--- config.mk ---
export PLATFORM = sky130hd
export DESIGN_NAME = mrelbp_ci_top
export DESIGN_NICKNAME = d
export VERILOG_FILES = /design/src/rtl/ci_pkg.sv /design/src/rtl/pixel_pkg.sv /design/src/rtl/mrelbp_ci_top.sv /design/src/rtl/ci_result_queue.sv /design/src/rtl/ci_radius_unit.sv /design/src/rtl/row_window_buffer.sv
export VERILOG_INCLUDE_DIRS = /design/src /design/src/rtl
export SDC_FILE = /design/constraint.sdc
export NUM_CORES = 2
export LEC_CHECK = 0
export BUFFER_PORTS_ARGS = -buffer_cell sky130_fd_sc_hd__buf_2
export CAP_MARGIN = 20
export CORE_MARGIN = 4
export CORE_UTILIZATION = 50
export DETAILED_ROUTE_END_ITERATION = 12
export PLACE_DENSITY = 0.65
export SYNTH_ARGS = -nofsm -noshare
export SYNTH_HDL_FRONTEND = slang
export SYNTH_HIERARCHICAL = 1
export SYNTH_SLANG_ARGS = --single-unit
--- constraint.sdc ---
create_clock -name clk -period 10.45 [get_ports clk]
set_input_delay 0.5225 -clock clk [delete_from_list [all_inputs] [get_ports clk]]
set_output_delay 0.5225 -clock clk [all_outputs]
set_load 0.02 [all_outputs]
--- src/rtl/mrelbp_ci_consts.svh ---
`ifndef MRELBP_CI_CONSTS_SVH
`define MRELBP_CI_CONSTS_SVH

// frame size in pixels
`define MRELBP_ROWS 30
`define MRELBP_COLS 30

// largest radius, sets the number of buffered rows (2 * radius)
`define MRELBP_MAX_RADIUS 6

// result queue slots, also the credits a source starts with
`define CI_QUEUE_DEPTH 8

// width of the credit counters
`define CI_CREDIT_W 4

`endif
--- src/rtl/ci_pkg.sv ---
`include "mrelbp_ci_consts.svh"

package ci_pkg;

    // wide enough for 13 * 255 and the scaled center
    typedef logic [11:0] col_sum_t;

    // {frame_end, v6, v4, v2, ci6, ci4, ci2}
    typedef logic [6:0] ci_record_t;

    // queue slot pointer and credit counters
    typedef logic [$clog2(`CI_QUEUE_DEPTH)-1:0] q_ptr_t;
    typedef logic [`CI_CREDIT_W-1:0] credit_t;

    // fill state of the result FIFO
    typedef enum logic [1:0] {
        EMPTY,
        PARTIAL,
        FULL
    } queue_state_e;

endpackage

--- src/rtl/pixel_pkg.sv ---
package pixel_pkg;

    // one median-filtered pixel
    typedef logic [7:0] pixel_t;

    // raster position inside a frame
    typedef logic [4:0] col_idx_t;
    typedef logic [4:0] row_idx_t;

endpackage

--- src/rtl/mrelbp_ci_top.sv ---
`timescale 1ns/100ps
`include "mrelbp_ci_consts.svh"

module mrelbp_ci_top (
    input  logic               clk,
    input  logic               rst_n_i,
    input  logic               pix_valid_i,
    input  pixel_pkg::pixel_t  pix_i,
    input  logic               out_credit_i,
    output logic               rec_valid_o,
    output ci_pkg::ci_record_t rec_o,
    output logic               pix_credit_o
);
    import pixel_pkg::*;

    localparam int NUM_TAPS = 2 * `MRELBP_MAX_RADIUS + 1;

    pixel_t     tap [NUM_TAPS];
    logic [2:0] win_valid;
    logic [2:0] ci_bit;
    logic [2:0] ci_valid;
    logic [2:0] frame_last_d;
    logic       frame_last;
    logic [1:0] taken_q;

    // accepted-pixel strobe aligned with the radius unit outputs
    always_ff @(posedge clk or negedge rst_n_i) begin
        if (!rst_n_i) begin
            taken_q <= '0;
        end else begin
            taken_q <= {taken_q[0], pix_valid_i};
        end
    end

    row_window_buffer u_buffer (
        .clk            (clk),
        .rst_n_i        (rst_n_i),
        .pix_valid_i    (pix_valid_i),
        .pix_i          (pix_i),
        .tap0_o         (tap[0]),
        .tap1_o         (tap[1]),
        .tap2_o         (tap[2]),
        .tap3_o         (tap[3]),
        .tap4_o         (tap[4]),
        .tap5_o         (tap[5]),
        .tap6_o         (tap[6]),
        .tap7_o         (tap[7]),
        .tap8_o         (tap[8]),
        .tap9_o         (tap[9]),
        .tap10_o        (tap[10]),
        .tap11_o        (tap[11]),
        .tap12_o        (tap[12]),
        .win_valid_r2_o (win_valid[0]),
        .win_valid_r4_o (win_valid[1]),
        .win_valid_r6_o (win_valid[2]),
        .frame_last_o   (frame_last)
    );

    // radius 2, 4 and 6
    for (genvar g = 0; g < 3; g++) begin : g_radius
        ci_radius_unit #(
            .RADIUS (2 * (g + 1))
        ) u_ci (
            .clk          (clk),
            .rst_n_i      (rst_n_i),
            .win_valid_i  (win_valid[g]),
            .frame_last_i (frame_last),
            .tap0_i       (tap[0]),
            .tap1_i       (tap[1]),
            .tap2_i       (tap[2]),
            .tap3_i       (tap[3]),
            .tap4_i       (tap[4]),
            .tap5_i       (tap[5]),
            .tap6_i       (tap[6]),
            .tap7_i       (tap[7]),
            .tap8_i       (tap[8]),
            .tap9_i       (tap[9]),
            .tap10_i      (tap[10]),
            .tap11_i      (tap[11]),
            .tap12_i      (tap[12]),
            .ci_o         (ci_bit[g]),
            .ci_valid_o   (ci_valid[g]),
            .frame_last_o (frame_last_d[g])
        );
    end

    ci_result_queue u_queue (
        .clk          (clk),
        .rst_n_i      (rst_n_i),
        .ci2_i        (ci_bit[0]),
        .ci4_i        (ci_bit[1]),
        .ci6_i        (ci_bit[2]),
        .v2_i         (ci_valid[0]),
        .v4_i         (ci_valid[1]),
        .v6_i         (ci_valid[2]),
        .frame_last_i (frame_last_d[0]),
        .pix_taken_i  (taken_q[1]),
        .out_credit_i (out_credit_i),
        .rec_valid_o  (rec_valid_o),
        .rec_o        (rec_o),
        .pix_credit_o (pix_credit_o)
    );

endmodule

--- src/rtl/ci_result_queue.sv ---
`timescale 1ns/100ps
`include "mrelbp_ci_consts.svh"

module ci_result_queue (
    input  logic               clk,
    input  logic               rst_n_i,
    input  logic               ci2_i,
    input  logic               ci4_i,
    input  logic               ci6_i,
    input  logic               v2_i,
    input  logic               v4_i,
    input  logic               v6_i,
    input  logic               frame_last_i,
    input  logic               pix_taken_i,
    input  logic               out_credit_i,
    output logic               rec_valid_o,
    output ci_pkg::ci_record_t rec_o,
    output logic               pix_credit_o
);
    import ci_pkg::*;

    localparam int DEPTH = `CI_QUEUE_DEPTH;
    localparam credit_t CREDIT_MAX = '1;

    ci_record_t   fifo_mem [DEPTH];
    ci_record_t   rec_in;
    q_ptr_t       wr_ptr_q;
    q_ptr_t       rd_ptr_q;
    queue_state_e state_q;
    queue_state_e state_d;
    credit_t      out_cred_q;
    credit_t      ret_pend_q;
    credit_t      ret_avail;
    logic         push;
    logic         pop;
    logic         free_ret;

    assign rec_in = {frame_last_i, v6_i, v4_i, v2_i, ci6_i, ci4_i, ci2_i};

    // rows below 4 give no record, their credit goes straight back
    assign push     = pix_taken_i && v2_i;
    assign free_ret = pix_taken_i && !v2_i;
    assign pop      = (state_q != EMPTY) && (out_cred_q != '0);

    assign rec_valid_o = pop;
    assign rec_o       = fifo_mem[rd_ptr_q];

    always_comb begin
        state_d = state_q;
        unique case (state_q)
            EMPTY: begin
                if (push) state_d = PARTIAL;
            end
            PARTIAL: begin
                if (push && !pop && (q_ptr_t'(wr_ptr_q + 1'b1) == rd_ptr_q)) begin
                    state_d = FULL;
                end else if (pop && !push && (q_ptr_t'(rd_ptr_q + 1'b1) == wr_ptr_q)) begin
                    state_d = EMPTY;
                end
            end
            FULL: begin
                if (pop && !push) state_d = PARTIAL;
            end
            default: state_d = EMPTY;
        endcase
    end

    always_ff @(posedge clk or negedge rst_n_i) begin
        if (!rst_n_i) begin
            state_q  <= EMPTY;
            wr_ptr_q <= '0;
            rd_ptr_q <= '0;
        end else begin
            state_q <= state_d;
            if (push) wr_ptr_q <= wr_ptr_q + 1'b1;
            if (pop) rd_ptr_q <= rd_ptr_q + 1'b1;
        end
    end

    always_ff @(posedge clk) begin
        if (push) fifo_mem[wr_ptr_q] <= rec_in;
    end

    // a free return and a pop can land together, so one of them waits
    assign ret_avail    = ret_pend_q + credit_t'(free_ret) + credit_t'(pop);
    assign pix_credit_o = (ret_avail != '0);

    always_ff @(posedge clk or negedge rst_n_i) begin
        if (!rst_n_i) begin
            out_cred_q <= '0;
            ret_pend_q <= '0;
        end else begin
            out_cred_q <= out_cred_q + credit_t'(out_credit_i) - credit_t'(pop);
            ret_pend_q <= ret_avail - credit_t'(pix_credit_o);
        end
    end

    // input credits bound the records in flight to the queue depth
    a_no_write_full: assert property (@(posedge clk) disable iff (!rst_n_i)
        push |-> (state_q != FULL))
        else $error("record written into a full queue");

    a_out_cred_no_wrap: assert property (@(posedge clk) disable iff (!rst_n_i)
        (out_credit_i && (out_cred_q == CREDIT_MAX)) |-> pop)
        else $error("output credit counter overflow");

    a_send_needs_credit: assert property (@(posedge clk) disable iff (!rst_n_i)
        rec_valid_o |-> (out_cred_q != '0))
        else $error("record sent without an output credit");

endmodule

--- src/rtl/ci_radius_unit.sv ---
`timescale 1ns/100ps
`include "mrelbp_ci_consts.svh"

module ci_radius_unit #(
    parameter int RADIUS = 2
) (
    input  logic              clk,
    input  logic              rst_n_i,
    input  logic              win_valid_i,
    input  logic              frame_last_i,
    input  pixel_pkg::pixel_t tap0_i,
    input  pixel_pkg::pixel_t tap1_i,
    input  pixel_pkg::pixel_t tap2_i,
    input  pixel_pkg::pixel_t tap3_i,
    input  pixel_pkg::pixel_t tap4_i,
    input  pixel_pkg::pixel_t tap5_i,
    input  pixel_pkg::pixel_t tap6_i,
    input  pixel_pkg::pixel_t tap7_i,
    input  pixel_pkg::pixel_t tap8_i,
    input  pixel_pkg::pixel_t tap9_i,
    input  pixel_pkg::pixel_t tap10_i,
    input  pixel_pkg::pixel_t tap11_i,
    input  pixel_pkg::pixel_t tap12_i,
    output logic              ci_o,
    output logic              ci_valid_o,
    output logic              frame_last_o
);
    import pixel_pkg::*;
    import ci_pkg::*;

    localparam int NEWEST = 2 * `MRELBP_MAX_RADIUS;
    localparam int WIN_LEN = 2 * RADIUS + 1;
    localparam int OLDEST = NEWEST - 2 * RADIUS;

    pixel_t   taps [NEWEST+1];
    col_sum_t col_sum;
    col_sum_t center_scaled;

    assign taps = '{tap0_i, tap1_i, tap2_i, tap3_i, tap4_i, tap5_i, tap6_i,
                    tap7_i, tap8_i, tap9_i, tap10_i, tap11_i, tap12_i};

    // only the 2R+1 newest rows take part
    always_comb begin
        col_sum = '0;
        for (int k = OLDEST; k <= NEWEST; k++) begin
            col_sum = col_sum + col_sum_t'(taps[k]);
        end
    end

    // center >= mean, compared without a divider
    assign center_scaled = col_sum_t'(WIN_LEN) * col_sum_t'(taps[NEWEST-RADIUS]);

    always_ff @(posedge clk or negedge rst_n_i) begin
        if (!rst_n_i) begin
            ci_o         <= 1'b0;
            ci_valid_o   <= 1'b0;
            frame_last_o <= 1'b0;
        end else begin
            ci_o         <= win_valid_i && (center_scaled >= col_sum);
            ci_valid_o   <= win_valid_i;
            frame_last_o <= frame_last_i;
        end
    end

    initial begin
        a_radius_legal: assert (RADIUS == 2 || RADIUS == 4 || RADIUS == 6)
            else $error("unsupported radius %0d", RADIUS);
    end

endmodule

--- src/rtl/row_window_buffer.sv ---
`timescale 1ns/100ps
`include "mrelbp_ci_consts.svh"

module row_window_buffer (
    input  logic              clk,
    input  logic              rst_n_i,
    input  logic              pix_valid_i,
    input  pixel_pkg::pixel_t pix_i,
    output pixel_pkg::pixel_t tap0_o,
    output pixel_pkg::pixel_t tap1_o,
    output pixel_pkg::pixel_t tap2_o,
    output pixel_pkg::pixel_t tap3_o,
    output pixel_pkg::pixel_t tap4_o,
    output pixel_pkg::pixel_t tap5_o,
    output pixel_pkg::pixel_t tap6_o,
    output pixel_pkg::pixel_t tap7_o,
    output pixel_pkg::pixel_t tap8_o,
    output pixel_pkg::pixel_t tap9_o,
    output pixel_pkg::pixel_t tap10_o,
    output pixel_pkg::pixel_t tap11_o,
    output pixel_pkg::pixel_t tap12_o,
    output logic              win_valid_r2_o,
    output logic              win_valid_r4_o,
    output logic              win_valid_r6_o,
    output logic              frame_last_o
);
    import pixel_pkg::*;

    localparam int NUM_ROWS = 2 * `MRELBP_MAX_RADIUS;
    localparam int COLS = `MRELBP_COLS;
    localparam col_idx_t LAST_COL = col_idx_t'(`MRELBP_COLS - 1);
    localparam row_idx_t LAST_ROW = row_idx_t'(`MRELBP_ROWS - 1);
    // first row where a full window of 2R+1 rows exists
    localparam row_idx_t FIRST_ROW_R2 = row_idx_t'(4);
    localparam row_idx_t FIRST_ROW_R4 = row_idx_t'(8);
    localparam row_idx_t FIRST_ROW_R6 = row_idx_t'(NUM_ROWS);

    pixel_t   line_mem [NUM_ROWS][COLS];
    pixel_t   tap_q [NUM_ROWS+1];
    col_idx_t col_q;
    row_idx_t row_q;
    logic     col_wrap;
    logic     row_wrap;

    assign col_wrap = (col_q == LAST_COL);
    assign row_wrap = (row_q == LAST_ROW);

    // raster position of the pixel being accepted
    always_ff @(posedge clk or negedge rst_n_i) begin
        if (!rst_n_i) begin
            col_q <= '0;
            row_q <= '0;
        end else if (pix_valid_i) begin
            if (col_wrap) begin
                col_q <= '0;
                row_q <= row_wrap ? '0 : row_q + 1'b1;
            end else begin
                col_q <= col_q + 1'b1;
            end
        end
    end

    always_ff @(posedge clk or negedge rst_n_i) begin
        if (!rst_n_i) begin
            win_valid_r2_o <= 1'b0;
            win_valid_r4_o <= 1'b0;
            win_valid_r6_o <= 1'b0;
            frame_last_o   <= 1'b0;
        end else begin
            win_valid_r2_o <= pix_valid_i && (row_q >= FIRST_ROW_R2);
            win_valid_r4_o <= pix_valid_i && (row_q >= FIRST_ROW_R4);
            win_valid_r6_o <= pix_valid_i && (row_q >= FIRST_ROW_R6);
            frame_last_o   <= pix_valid_i && col_wrap && row_wrap;
        end
    end

    // each column address shifts up one row, newest row on top
    always_ff @(posedge clk) begin
        if (pix_valid_i) begin
            for (int k = 0; k < NUM_ROWS - 1; k++) begin
                line_mem[k][col_q] <= line_mem[k+1][col_q];
                tap_q[k]           <= line_mem[k][col_q];
            end
            line_mem[NUM_ROWS-1][col_q] <= pix_i;
            tap_q[NUM_ROWS-1]           <= line_mem[NUM_ROWS-1][col_q];
            tap_q[NUM_ROWS]             <= pix_i;
        end
    end

    // tap0 is the oldest row
    assign tap0_o  = tap_q[0];
    assign tap1_o  = tap_q[1];
    assign tap2_o  = tap_q[2];
    assign tap3_o  = tap_q[3];
    assign tap4_o  = tap_q[4];
    assign tap5_o  = tap_q[5];
    assign tap6_o  = tap_q[6];
    assign tap7_o  = tap_q[7];
    assign tap8_o  = tap_q[8];
    assign tap9_o  = tap_q[9];
    assign tap10_o = tap_q[10];
    assign tap11_o = tap_q[11];
    assign tap12_o = tap_q[12];

    a_pos_in_frame: assert property (@(posedge clk) disable iff (!rst_n_i)
        (col_q <= LAST_COL) && (row_q <= LAST_ROW))
        else $error("raster counters left the frame: col %0d row %0d", col_q, row_q);

endmodule

# After elaboration in Yosys (flattened, before gate mapping)
# Memories as Yosys holds them, arrays and structs flattened.
# Index checks and enable logic that the tools add are counted.
# op_classes
magnitude_cmp,8
n_mux,50
add_sub_neg,33
bitwise,1
div,0
n_eq_ne,9
n_reduce_logical,25
multipliers,3
shifts,0
# op_table
op,count
$bmux W8 S5,12
$add A12 B8 Y12,21
$mux W240,1
$mux W8,25
$demux W8 S5,1
$add A8 B8 Y9,3
$ge A12 B12 Y1,2
$mul A4 B8 Y12 const A,2
$logic_and A1 B1 Y1,16
$add A4 B1 Y4,3
$ge A11 B12 Y1,1
$mul A3 B8 Y11 const A,1
$add A5 B1 Y5 const B,2
$eq A5 B5 Y1 const B,2
$ge A5 B4 Y1 const B,2
$mux W5,2
$mux W2,4
$reduce_bool A4 Y1,2
$sub A4 B1 Y4,2
$add A3 B1 Y3 const B,2
$eq A3 B3 Y1,2
$ge A6 B6 Y1 const B,1
$lt A6 B1 Y1 const B,1
$not A5 Y6,1
12 further kinds,18
# word_totals
regBits,39
in_bits,12
ramBits,3040
mem_count,3
latch_bits,0
romBits,0
# mem_list
memory,depth,word_bits,read_ports,rd_ports_with_merged_regs,write_ports,line,source
u_buffer.line_mem,12,240,12,0,12,row_window_buffer.sv:38,pixel_t line_mem [NUM_ROWS][COLS];
u_buffer.tap_q,13,8,13,0,13,row_window_buffer.sv:39,pixel_t tap_q [NUM_ROWS+1];
u_queue.fifo_mem,8,7,1,0,1,ci_result_queue.sv:25,ci_record_t fifo_mem [DEPTH];

# Depth between registers and ports, before layout
# An unclocked memory read counts as a cell.
# logic_depth
word_depth,15
mapped_depth,27
mapped_depth_nobuf,27

# Hierarchy
# Netlist, hierarchy kept.
# modules_own_cells
module,cells_per_inst,seq_area_each_um2,instances,area_each_um2
row_window_buffer,5934,89956.3,1,112773.2
ci_radius_unit at g_radius[2].u_ci,364,75.1,1,3564.7
ci_result_queue,181,2082.0,1,3104.2
ci_radius_unit at g_radius[1].u_ci,278,75.1,1,2526.2
ci_radius_unit at g_radius[0].u_ci,214,75.1,1,1800.5
mrelbp_ci_top,2,50.0,1,50.0

# Worst setup path after synthesis
# Ideal clock, no wire load.
# synth_path
path_kind,reg-to-reg
startpoint,register u_buffer.col_q[0]
endpoint,"memory u_buffer/line_mem[0][232] (netlist name), enable pin"
t_required_ns,9.782
n_path_buf,4
path_stages_with_launch,9
synth_period_minus_slack_ns,8.705
arrival_ns,8.037
path_slack_ns,1.745
cell_sequence,dfrtp_1 buf_2 buf_2 buf_2 buf_2 inv_1 ha_1 nand2_1 nor3_1
# synth_rtl
element,line,source
start: declaration,row_window_buffer.sv:40,col_idx_t col_q;
start signal: assignment,row_window_buffer.sv:58,col_q <= col_q + 1'b1;
end: declaration,row_window_buffer.sv:38,

==> metrics.txt <==
drt initial violations=8986; Die Footprint=255600 um^2; fin cells=10750; H-tree depth=5; max_cap viols=0; Tcrit/Tclk final=63.73%; final setup fails=0; dpl cells=10140; Period minus WS final=6.660 ns; setup slack, reg-to-reg=3.79 ns; Worst Skew=0.07819 ns; fin worst setup slack=3.790 ns; RSZ-0062 raised after global routing=no; clock slew at reported path FFs=0.06 ns; Nets=7522; DR vias=67240; crit end category=flop; CTS resizes=0; Clock Tree Root=clkbuf_16; Reg-to-Reg Start=u_buffer/tap_q[0][10]$_DFFE_PP_; vias in the first global route=64760; Cell Area, Synth=123800 um^2; Cells after Synth=6971; DR WL/cell=31.51 um; Die Y=505.5 um; most frequent cells in the layout=edfxtp_1, mux2i_1, o22ai_1; initial antenna violation count=27; Initial Utilization=50.28%; hold endpoint=u_buffer/line_mem[11][60]$_DFFE_PP_; final core utilization=56.65%; setup_tns=0 ns; first-pass GRT wire length=476300 um; DP HPWL=168400 um; critical path required time=11.24 ns; I/O Pins=21; die width=505.5 um; cts bufs inserted=325; hold path cells=1; Critical Path Fanout Max=5; share of cells above drive strength 1=9.930%; DRC errors left=0; Avg Cell Area, Syn=17.75 um^2; Overflow after GRT=0; Max Freq=150.2 MHz; Area Overhead vs Synth=12.66%; CTS tree=yes; IO buf count=20; hold path start=pix_i[4]; Slew Limit Fails=0; status=completed; Max-slew headroom=18.32%; RD Place Congestion=0.8378; most common cell after layout, fill and taps aside=edfxtp_1; Longest Clk Path Bufs=4; synthesis warning total=6; Routed Antenna Nets=0; worst r2r path cells=26; fill cell count=18360; Synth Net Count=7295; Final Hold Vio Count=0; Routed Wire Length=338800 um; area occupied by registers=92270 um^2; largest net degree at the start of global routing=137; pre-CTS setup slack=3.865 ns; Rows=182; WS Path Type=flop to flop; DR pass1 iterations=7; reg-to-reg endpoint=g_radius[2].u_ci/ci_o$_DFF_PN0_; Critical Path Source Type=flop; Hold Crit Class=primary input to flop; Clk Latency, worst-skew pair=0.97 ns; multi-input logic area=29140 um^2; Worst-Margin Slew=1.225 ns; crit path DAT=7.44 ns; vias per cell=6.254; GRT Util Overall=26.00%; core area=246200 um^2; clock sinks=3079
## layout make-up
type / instances / share of cell area (%)
clock inverters: 162 / 1.071
inverters: 270 / 0.7322
diodes: 7 / 0.01256
well taps: 3312 / 2.972
clock buffers: 399 / 6.161
multi-input cells: 3281 / 20.90
repair buffers: 241 / 1.984
flip-flops and latches: 3079 / 66.17
## per-stage QoR
| stage | cell area, um^2 | hold WS (ns) |
|---|---|---|
| finish | 139400 | 0.1288 |
| detailed placement | 128300 | 0.3347 |
| floorplan | 123800 | 0.2269 |
| CTS | 138400 | 0.06945 |
| global route | 139400 | 0.1097 |
| global placement | 128100 | 0.3332 |
## critical path: stages (launching register included)
cell and delay, ns:
edfxtp_1 0.36, inv_1 0.08, fa_1 0.43, fa_1 0.52
inv_1 0.07, ha_1 0.28, a21o_1 0.20, nand4_1 0.09
nand3_1 0.10, o41ai_1 0.38, xnor2_1 0.13, ha_1 0.30
inv_1 0.05, fa_1 0.53, inv_1 0.05, fa_1 0.48
ha_1 0.31, ha_1 0.37, and3_1 0.23, o31ai_1 0.22
a21oi_1 0.08, xnor2_1 0.13, ha_1 0.29, a21oi_1 0.16
o21ai_0 0.12, a2111oi_0 0.40, a21oi_1 0.13
## worst max path at each step
stage / slack (ns) / from / cells after the start / endpoint
detailed placement: 3.87 / u_buffer/tap_q[0][10]$_DFFE_PP_ / 26 / g_radius[2].u_ci/ci_o$_DFF_PN0_
global placement: 3.72 / u_buffer/tap_q[0][10]$_DFFE_PP_ / 26 / g_radius[2].u_ci/ci_o$_DFF_PN0_
finish: 3.79 / u_buffer/tap_q[0][10]$_DFFE_PP_ / 26 / g_radius[2].u_ci/ci_o$_DFF_PN0_
global route: 3.43 / u_buffer/tap_q[0][10]$_DFFE_PP_ / 26 / g_radius[2].u_ci/ci_o$_DFF_PN0_
floorplan: 1.74 / u_buffer/col_q[0]$_DFFE_PN0P_ / 8 / u_buffer/line_mem[0][232]$_DFFE_PP_
CTS: 3.80 / u_buffer/tap_q[0][10]$_DFFE_PP_ / 26 / g_radius[2].u_ci/ci_o$_DFF_PN0_
## metal layers
metal / track usage (%) / up-vias / wire length [um]
met5: 0 / - / 43
met4: 6.474 / 6 / 7682
met3: 4.964 / 522 / 35430
met2: 40.63 / 3555 / 157000
met1: 37.91 / 35130 / 138600
li1: - / 28020 / -
## state kept, by name (all words and copies together) (netlist names), 3 cells and up
signal,cells
u_buffer/tap_q,104
u_queue/wr_ptr_q,3
u_buffer/line_mem,2880
u_queue/ret_pend_q,4
u_queue/fifo_mem,56
u_queue/rd_ptr_q,3
g_radius.u_ci/ci_valid_o,3
u_buffer/col_q,5
u_buffer/row_q,5
g_radius.u_ci/ci_o,3
u_queue/out_cred_q,4
## repair_timing
item | in CTS | in global routing
hold endpoints to repair | 41 | 0
hold buffers | 3 | 0
buffers inserted | 0 | 0
Power is left out: the tool's default activity adds up to more than one toggle a clock period on the data nets, which glitch-free logic cannot reach.
